===== config.mk =====
export PLATFORM = sky130hd
export DESIGN_NAME = frontend_top
export DESIGN_NICKNAME = d
export VERILOG_FILES = /design/src/frontend_pkg.sv /design/src/frontend_top.sv /design/src/inst_decoder.sv /design/src/inst_queue.sv /design/src/apb_fetch.sv /design/src/fetch_pc_gen.sv
export SDC_FILE = /design/constraint.sdc
export NUM_CORES = 1
export LEC_CHECK = 0
export BUFFER_PORTS_ARGS = -buffer_cell sky130_fd_sc_hd__buf_2
export CAP_MARGIN = 5
export CORE_MARGIN = 2
export CORE_UTILIZATION = 25
export CTS_CLUSTER_DIAMETER = 150
export DETAILED_ROUTE_END_ITERATION = 8
export PLACE_DENSITY_LB_ADDON = 0.12
export SLEW_MARGIN = 20
export SYNTH_ARGS = -nofsm -noshare
export SYNTH_HDL_FRONTEND = slang
export SYNTH_SLANG_ARGS = --single-unit

===== constraint.sdc =====
create_clock -name clk -period 11 [get_ports clk]
set_input_delay 0.55 -clock clk [delete_from_list [all_inputs] [get_ports clk]]
set_output_delay 0.55 -clock clk [all_outputs]
set_load 0.02 [all_outputs]

===== src/frontend_pkg.sv =====
package frontend_pkg;

    // queue size and the first fetch address
    localparam int unsigned QUEUE_DEPTH = 8;
    localparam int unsigned QPTR_W = $clog2(QUEUE_DEPTH);
    localparam int unsigned QCNT_W = $clog2(QUEUE_DEPTH + 1);
    localparam logic [31:0] RESET_PC = 32'h1c000000;

    // major opcodes recognized by the register decoder
    localparam logic [5:0] OP_RRW = 6'b000000;
    localparam logic [5:0] OP_RW  = 6'b000001;
    localparam logic [5:0] OP_BL  = 6'b010101;
    localparam logic [5:0] OP_BEQ = 6'b010110;
    localparam logic [5:0] OP_BNE = 6'b010111;

    // instruction word seen as register fields
    typedef struct packed {
        logic [5:0]  opcode;
        logic [10:0] mid;
        logic [4:0]  rk;
        logic [4:0]  rj;
        logic [4:0]  rd;
    } inst_reg_view_t;

    // same word seen as a branch with a long offset
    typedef struct packed {
        logic [5:0]  opcode;
        logic [25:0] offs;
    } inst_imm_view_t;

    typedef union packed {
        inst_reg_view_t reg_view;
        inst_imm_view_t imm_view;
    } inst_word_u;

    typedef enum logic [2:0] {
        REG_NONE,
        REG_RRW,
        REG_RW,
        REG_RR,
        REG_BL
    } reg_class_e;

    // one queue slot, 65 bits
    typedef struct packed {
        logic [31:0] pc;
        inst_word_u  word;
        logic        bus_err;
    } fetch_entry_t;

    typedef struct packed {
        logic [4:0] r_reg0;
        logic [4:0] r_reg1;
        logic [4:0] w_reg;
    } reg_info_t;

    typedef struct packed {
        fetch_entry_t entry;
        reg_class_e   cls;
        reg_info_t    regs;
    } inst_t;

    // master side of the instruction bus
    typedef struct packed {
        logic        psel;
        logic        penable;
        logic        pwrite;
        logic [31:0] paddr;
    } apb_req_t;

    // slave side of the instruction bus
    typedef struct packed {
        logic [31:0] prdata;
        logic        pready;
        logic        pslverr;
    } apb_resp_t;

endpackage

===== src/frontend_top.sv =====
module frontend_top
    import frontend_pkg::*;
(
    input  logic        clk,
    input  logic        rst_n,
    input  logic        redirect_i,
    input  logic [31:0] redirect_pc_i,
    input  logic        idle_i,
    input  logic        wake_i,
    input  logic [1:0]  issue_num_i,
    input  logic        backend_stall_i,
    output apb_req_t    apb_req_o,
    input  apb_resp_t   apb_resp_i,
    output inst_t [1:0] inst_o,
    output logic [1:0]  inst_valid_o
);

    logic               pc_valid;
    logic               pc_ready;
    logic [31:0]        pc;
    logic               slot_free;
    logic               push;
    fetch_entry_t       push_data;
    fetch_entry_t [1:0] q_data;

    fetch_pc_gen fetch_pc_gen_inst (
        .clk, .rst_n, .redirect_i, .redirect_pc_i, .idle_i, .wake_i,
        .pc_ready_i(pc_ready), .pc_valid_o(pc_valid), .pc_o(pc)
    );

    apb_fetch apb_fetch_inst (
        .clk, .rst_n, .flush_i(redirect_i),
        .pc_valid_i(pc_valid), .pc_i(pc), .pc_ready_o(pc_ready),
        .slot_free_i(slot_free), .apb_req_o, .apb_resp_i,
        .push_o(push), .push_data_o(push_data)
    );

    inst_queue inst_queue_inst (
        .clk, .rst_n, .flush_i(redirect_i),
        .push_i(push), .push_data_i(push_data), .slot_free_o(slot_free),
        .issue_num_i, .backend_stall_i,
        .read_valid_o(inst_valid_o), .read_data_o(q_data)
    );

    // one decoder per issue slot
    inst_decoder inst_decoder_0 (.entry_i(q_data[0]), .inst_o(inst_o[0]));
    inst_decoder inst_decoder_1 (.entry_i(q_data[1]), .inst_o(inst_o[1]));

endmodule


===== src/inst_decoder.sv =====
module inst_decoder
    import frontend_pkg::*;
(
    input  fetch_entry_t entry_i,
    output inst_t        inst_o
);

    inst_word_u word;
    reg_class_e cls;
    reg_info_t  regs;

    assign word = entry_i.word;

    // class comes from the major opcode of the immediate view
    always_comb begin
        if (entry_i.bus_err) begin
            cls = REG_NONE;
        end else begin
            case (word.imm_view.opcode)
                OP_RRW:         cls = REG_RRW;
                OP_RW:          cls = REG_RW;
                OP_BL:          cls = REG_BL;
                OP_BEQ, OP_BNE: cls = REG_RR;
                default:        cls = REG_NONE;
            endcase
        end
    end

    // register numbers from the register view
    always_comb begin
        regs = '0;
        case (cls)
            REG_RRW: begin
                regs.r_reg0 = word.reg_view.rk;
                regs.r_reg1 = word.reg_view.rj;
                regs.w_reg  = word.reg_view.rd;
            end
            REG_RW: begin
                regs.r_reg1 = word.reg_view.rj;
                regs.w_reg  = word.reg_view.rd;
            end
            REG_RR: begin
                // compare branches read rd as a source
                regs.r_reg0 = word.reg_view.rd;
                regs.r_reg1 = word.reg_view.rj;
            end
            REG_BL: begin
                regs.w_reg = 5'd1;
            end
            default: begin
                regs = '0;
            end
        endcase
    end

    assign inst_o.entry = entry_i;
    assign inst_o.cls   = cls;
    assign inst_o.regs  = regs;

endmodule


===== src/inst_queue.sv =====
module inst_queue
    import frontend_pkg::*;
(
    input  logic               clk,
    input  logic               rst_n,
    input  logic               flush_i,
    input  logic               push_i,
    input  fetch_entry_t       push_data_i,
    output logic               slot_free_o,
    input  logic [1:0]         issue_num_i,
    input  logic               backend_stall_i,
    output logic [1:0]         read_valid_o,
    output fetch_entry_t [1:0] read_data_o
);

    fetch_entry_t [QUEUE_DEPTH-1:0] mem;
    logic [QPTR_W-1:0] wr_ptr;
    logic [QPTR_W-1:0] rd_ptr;
    logic [QPTR_W-1:0] rd_ptr_nxt;
    logic [QCNT_W-1:0] count;
    logic [1:0]        avail;
    logic [1:0]        pop_num;

    // two oldest entries, pointer wraps with the power of two depth
    assign rd_ptr_nxt     = rd_ptr + QPTR_W'(1);
    assign read_data_o[0] = mem[rd_ptr];
    assign read_data_o[1] = mem[rd_ptr_nxt];
    assign read_valid_o   = {count > QCNT_W'(1), count != '0};

    // clamp the issue request to what is presented
    always_comb begin
        avail = (count > QCNT_W'(1)) ? 2'd2 : count[1:0];
        if (backend_stall_i) begin
            pop_num = 2'd0;
        end else if (issue_num_i > avail) begin
            pop_num = avail;
        end else begin
            pop_num = issue_num_i;
        end
    end

    always_ff @(posedge clk) begin
        if (push_i) begin
            mem[wr_ptr] <= push_data_i;
        end
    end

    always_ff @(posedge clk) begin
        if (!rst_n || flush_i) begin
            wr_ptr <= '0;
            rd_ptr <= '0;
            count  <= '0;
        end else begin
            if (push_i) begin
                wr_ptr <= wr_ptr + QPTR_W'(1);
            end
            rd_ptr <= rd_ptr + QPTR_W'(pop_num);
            count  <= count + QCNT_W'(push_i) - QCNT_W'(pop_num);
        end
    end

    // keep one slot back for the word already on the bus
    assign slot_free_o = count < QCNT_W'(QUEUE_DEPTH - 1);

    a_no_push_full: assert property (@(posedge clk) disable iff (!rst_n)
        push_i |-> (count != QCNT_W'(QUEUE_DEPTH)));

    a_count_range: assert property (@(posedge clk) disable iff (!rst_n)
        count <= QCNT_W'(QUEUE_DEPTH));

endmodule


===== src/apb_fetch.sv =====
module apb_fetch
    import frontend_pkg::*;
(
    input  logic         clk,
    input  logic         rst_n,
    input  logic         flush_i,
    input  logic         pc_valid_i,
    input  logic [31:0]  pc_i,
    output logic         pc_ready_o,
    input  logic         slot_free_i,
    output apb_req_t     apb_req_o,
    input  apb_resp_t    apb_resp_i,
    output logic         push_o,
    output fetch_entry_t push_data_o
);

    typedef enum logic [1:0] {
        S_IDLE,
        S_SETUP,
        S_ACCESS
    } state_e;

    state_e      state;
    logic        discard;
    logic [31:0] pc_q;
    logic        take;
    logic        done;

    assign done = (state == S_ACCESS) && apb_resp_i.pready;
    // a new pc may follow a completing transfer straight into SETUP
    assign pc_ready_o = slot_free_i && ((state == S_IDLE) || done);
    assign take = pc_valid_i && pc_ready_o;

    always_ff @(posedge clk) begin
        if (!rst_n) begin
            state <= S_IDLE;
        end else begin
            case (state)
                S_IDLE:   state <= take ? S_SETUP : S_IDLE;
                S_SETUP:  state <= S_ACCESS;
                S_ACCESS: begin
                    if (done) begin
                        state <= take ? S_SETUP : S_IDLE;
                    end
                end
                default:  state <= S_IDLE;
            endcase
        end
    end

    // APB cannot abort, so a flushed transfer runs out and is dropped
    always_ff @(posedge clk) begin
        if (!rst_n) begin
            discard <= 1'b0;
        end else if (flush_i && (state != S_IDLE) && !done) begin
            discard <= 1'b1;
        end else if (done) begin
            discard <= 1'b0;
        end
    end

    always_ff @(posedge clk) begin
        if (take) begin
            pc_q <= pc_i;
        end
    end

    assign apb_req_o.psel    = (state != S_IDLE);
    assign apb_req_o.penable = (state == S_ACCESS);
    assign apb_req_o.pwrite  = 1'b0;
    assign apb_req_o.paddr   = pc_q;

    assign push_o              = done && !discard && !flush_i;
    assign push_data_o.pc      = pc_q;
    assign push_data_o.word    = apb_resp_i.prdata;
    assign push_data_o.bus_err = apb_resp_i.pslverr;

    a_penable_psel: assert property (@(posedge clk) disable iff (!rst_n)
        apb_req_o.penable |-> apb_req_o.psel);

    // address held from SETUP until the slave answers
    a_paddr_stable: assert property (@(posedge clk) disable iff (!rst_n)
        (apb_req_o.psel && !(apb_req_o.penable && apb_resp_i.pready))
        |=> $stable(apb_req_o.paddr));

endmodule


===== src/fetch_pc_gen.sv =====
module fetch_pc_gen
    import frontend_pkg::*;
(
    input  logic        clk,
    input  logic        rst_n,
    input  logic        redirect_i,
    input  logic [31:0] redirect_pc_i,
    input  logic        idle_i,
    input  logic        wake_i,
    input  logic        pc_ready_i,
    output logic        pc_valid_o,
    output logic [31:0] pc_o
);

    logic        idle_lock;
    logic [31:0] pc_q;

    // sleep lock, wake has priority over a new idle request
    always_ff @(posedge clk) begin
        if (!rst_n) begin
            idle_lock <= 1'b0;
        end else if (wake_i) begin
            idle_lock <= 1'b0;
        end else if (idle_i) begin
            idle_lock <= 1'b1;
        end
    end

    always_ff @(posedge clk) begin
        if (!rst_n) begin
            pc_q <= RESET_PC;
        end else if (redirect_i) begin
            pc_q <= redirect_pc_i;
        end else if (pc_valid_o && pc_ready_i) begin
            pc_q <= pc_q + 32'd4;
        end
    end

    // no fetch while asleep or while the target is being loaded
    assign pc_valid_o = !idle_lock && !redirect_i;
    assign pc_o       = pc_q;

    // offered pc must not move until the fetch master takes it
    a_pc_hold: assert property (@(posedge clk) disable iff (!rst_n)
        (pc_valid_o && !pc_ready_i && !redirect_i) |=> $stable(pc_o));

endmodule


* Yosys cells after proc, flatten, opt, wreduce, memory -nomap -nowiden *
Cells that the tools add are included.

storage, ports and cells
  input bits = 74
  latch bits = 0
  memory bits (writable) = 0
  output and inout port bits = 203
  memories = 0
  memory bits (read-only) = 0
  flip-flop bits (word level) = 598

operators by class
  equal/unequal tests = 19
  multiplexer cells = 27
  magnitude comparators = 7
  $mul = 0
  add/subtract/negate cells = 6
  reductions and logical operators = 30
  bitwise operators = 1
  shift-type cells = 0
  divide/modulo/power cells = 0

operators by type and width
  cell                   count
  $bwmux 520             1
  $bmux 65 s3            2
  $demux 65 s3           1
  $mux 65                3
  $mux 32                2
  $pmux 5 s2             4
  $eq 6x5->1 const B     6
  $add 32x3->32 const B  1
  $pmux 3 s4             2
  $eq 3x2->1 const B     4
  $eq 6x1->1 const B     2
  $logic_not 6->1        2
  $lt 3x4->1 const B     3
  $mux 5                 2
  $reduce_or 2->1        5
  $logic_and 1x1->1      9
  $mux 2                 4
  $add 3x1->3 const B    2
  $eq 3x1->1 const B     2
  $eq 3x3->1 const B     2
  $mux 3                 2
  $pmux 2 s3             1
  $reduce_bool 2->1      3
  $reduce_or 3->1        2
  16 further kinds       23

* Depth between registers and ports, before layout *
  depth in word-level cells = 10
  mapped depth = 17

* Cells and area by module *
From an unflattened synthesis, not the netlist that was laid out.

second synthesis, totals
  cell total of the unflattened synthesis = 1640
  area, all modules = 29246.8 µm²

by module, submodules not included
  module        cells an instance  area each (µm²)  instances
  inst_queue    1067               24123.1          1
  fetch_pc_gen  239                1955.6           1
  apb_fetch     118                1626.6           1
  inst_decoder  108                770.7            2

* Least setup slack after synthesis *
Ideal clock, no wire load.

  path kind = input port to flip-flop
  from = in apb_resp_i[1] in the netlist's numbering
  to = reg inst_queue_inst.mem[0] in the netlist's numbering, enable pin
  setup slack = 3.099 ns
  arrival time = 7.253 ns
  path buffers = 1
  setup time = 0.648 ns
  cell stages on the path = 4
  path through = nand3b_1 > or3_1 > clkbuf_1 > nor4_1

between the ends
  longest elaborated chain between the ends = 3

ends and longest elaborated chain
  item                            RTL line            source
  start, declared                 frontend_top.sv:13  input apb_resp_t apb_resp_i,
  $logic_and 1x1->1               apb_fetch.sv:29     assign done = (state == S_ACCESS) && apb_resp_i.pready;
  $logic_and 1x1->1 (2 in a row)  apb_fetch.sv:73     assign push_o = done && !discard && !flush_i;
  end signal, assigned by index   inst_queue.sv:44    mem[wr_ptr] <= push_data_i;
  end, declared                   inst_queue.sv:16    fetch_entry_t [QUEUE_DEPTH-1:0] mem;

Every way passes these cells.
A chain may end at the register's enable or synchronous reset.

==> impl_metrics.toml <==
[critical_path]
r2r_slack_ns = 7.16
r2r_cells = 6
worstSetupStartpointType = "flip-flop"
cp.required_ns = 10.45
crit_path_end_kind = "output pin"
cp_max_fo = 63
r2r-end = "inst_queue_inst.mem[468]$_DFFE_PP_"
rr_startpoint = "apb_fetch_inst.state[0]$_SDFFE_PN0P_"
worstPathArrival_ns = 4.77
critical_path_class = "flip-flop to output pin"

[hold_path]
min_path_type = "input pin to flip-flop"
hold_depth = 2
holdPathEnd = "fetch_pc_gen_inst.idle_lock$_SDFFE_PP0P_"
hold_start = "wake_i"

[drt]
wire_per_inst_um = 25.2
drc_errors = 0
wl_mm = 83.9
dr.first_iter.drc_count = 881
drtPass1Iterations = 4
vias_per_cell = 4.79
ant_nets = 0
vias = 15931

[placement]
port_buffers = 275
hpwl_mm = 51.0
place_congestion = 0.743
placed_area_um2 = 30600
place_ws_ns = 6.17
dpl.cell_count = 3196

[layout]
fillCellCount = 10754
fin_nets = 1950
final_area_um2 = 32900
area_delta_synth_final_pct = 19.5
drive_gt1_share_pct = 40.0
final_cell_count_no_fill = 3328

[clock_network]
htree_levels = 3
postCtsSetupBuffers = 0
postCtsHoldBufs = 0
cts.sinks = 598
cts_max_path_buffers = 3
cts_tree = "built"
cts_buffers = 75
cts_root_buffer = "clkbuf_16"
clk_pin_slew_ns = 0.06
clk_latency_ns = 0.63
cts_resized = 0

[logic_synthesis]
async_flop_share_pct = 0
syn_area_um2 = 27500
synth_most_common_cell = "edfxtp_1"
synth_edf_count = 552
synth_area_leaders = "edfxtp_1, mux4_2, dfxtp_1, mux2_2, nand2_1"
syn_nets = 1665
ys_seq_area_share_pct = 63.6
yosys_warnings = 0
yosysTopAreaCellShare_pct = 60.2
ys.flop_type = "edfxtp_1"
yosys-top-cells-count = "edfxtp_1, mux4_2, nand2_1"
synth_top_area_cell = "edfxtp_1"
postSynthAreaPerCell_um2 = 17.5
ys_ff_latch = 598
synth.distinct_cells = 63
syn_inst = 1574

[power]
power-per-cell-area_nw_per_um2 = 175
ir_worst_vdd_v = 0.0000952
p_leak_nw = 10.7

[die]
die_height_um = 336
dieArea_um2 = 113000
dieWidth_um = 336
io-pin-count = 277
start_util_pct = 25.2
fp.coreArea_um2 = 109000
fp-row-count = 121

[global_route]
antenna_found_initial = 9
gr-usage-all-layers_pct = 14.9
grt_overflow = 0
grt_pass1_vias = 17213
grt_max_degree = 83
grt_pass1_wl_mm = 122

[timing]
fmax_ghz = 0.188
slew_viol_final = 0
worst_pin_slew_ns = 1.05
finClkSkew_ns = 0.0243
finalHoldViolations = 0
layout_worst_path_cycle_share_pct = 48.3
finalCriticalPeriod_ns = 5.32
setup_ws_ns = 5.68
finalSetupViolations = 0
whs_ns = 0.0812
max_slew_margin_pct = 29.7
fin_setup_tns_ns = 0
rsz0062_at_grt = "no"

[outcome]
status = "completed"

[run]
cap_violations = 0
[layout by cell type (no fill, tap or decap), types with 16 or more instances in the layout]
cell type,Yosys,final
clkbuf_1,45,20
buf_4,7,32
o21ai_0,25,24
a31oi_1,16,16
mux2_2,73,73
nand3_1,17,17
nor2_1,62,59
dfxtp_1,46,43
mux4_2,256,256
nand2_1,201,201
clkbuf_16,0,78
buf_2,41,275
a21oi_1,28,28
inv_1,31,29
edfxtp_1,552,552
[registers in the layout, summed over array words and instances, names as in the netlist]
register                     count
apb_fetch_inst.pc_q             32
inst_queue_inst.mem            520
inst_queue_inst.rd_ptr           3
inst_queue_inst.wr_ptr           3
apb_fetch_inst.discard           1
fetch_pc_gen_inst.idle_lock      1
apb_fetch_inst.state             2
inst_queue_inst.count            4
fetch_pc_gen_inst.pc_o          32
[metal layers]
layer	track usage [%]	share of wire (%)	vias to the layer above
li1	-	-	6965
met1	19.5	44	8483
met2	25.3	49	374
met3	3.29	5.1	101
met4	3.35	1.8	8
met5	0	0.066	-
[cell families after synthesis]
| logic type | after synthesis | share of synthesized area [%] |
|---|---|---|
| xor+xnor | 9 | 0.286 |
| mux | 347 | 24.7 |
| fa+ha+maj | 17 | 0.828 |
| other cells | 1 | 0.0136 |
| buf+inv | 131 | 2.15 |
| flops | 598 | 63.6 |
| simple gates | 359 | 5.85 |
| compound gates | 112 | 2.62 |
[layout make-up]
cell class                      count  area, µm²  area share (%)
Sequential cell                   598      17500            53.3
Multi-Input combinational cell    845       9530            29.0
Clock buffer                      102       2080            6.33
Tap cell                         1414       1770            5.38
Timing Repair Buffer              308       1640            4.98
Clock inverter                     29        223           0.678
Inverter                           31        116           0.354
Antenna cell                        1       2.50         0.00761
[worst max-delay path: stages, from the launching register on]
cell	delay [ns]
dfxtp_4	0.85
buf_4	0.88
buf_4	0.84
mux4_2	0.36
nand2_1	0.06
nand2_1	0.21
nand2_1	0.07
a2111oi_0	0.49
buf_2	0.25
[through the flow]
step	util, %	power [mW]
floorplan	-	3.20
global placement	28.0	3.49
detailed placement	28.0	3.50
CTS	30.2	5.86
global route	30.2	6.00
finish	30.2	5.75
[power breakdown]
group          internal (mW)  switching, mW
registers               2.57         0.0897
clock network           1.37          0.953
logic                  0.316          0.458
[worst max path at each step]
stage,cells past startpoint,startpoint,to,slack [ns]
floorplan,4,apb_resp_i[1],inst_queue_inst.mem[0]$_DFFE_PP_,3.10
global placement,7,inst_queue_inst.rd_ptr[0]$_SDFF_PP0_,inst_o[89],6.20
detailed placement,7,inst_queue_inst.rd_ptr[0]$_SDFF_PP0_,inst_o[88],6.17
CTS,7,inst_queue_inst.rd_ptr[0]$_SDFF_PP0_,inst_o[88],5.47
global route,8,inst_queue_inst.rd_ptr[0]$_SDFF_PP0_,inst_o[83],5.22
finish,8,inst_queue_inst.rd_ptr[0]$_SDFF_PP0_,inst_o[83],5.68
No activity file was read; power rests on OpenSTA's default activity.
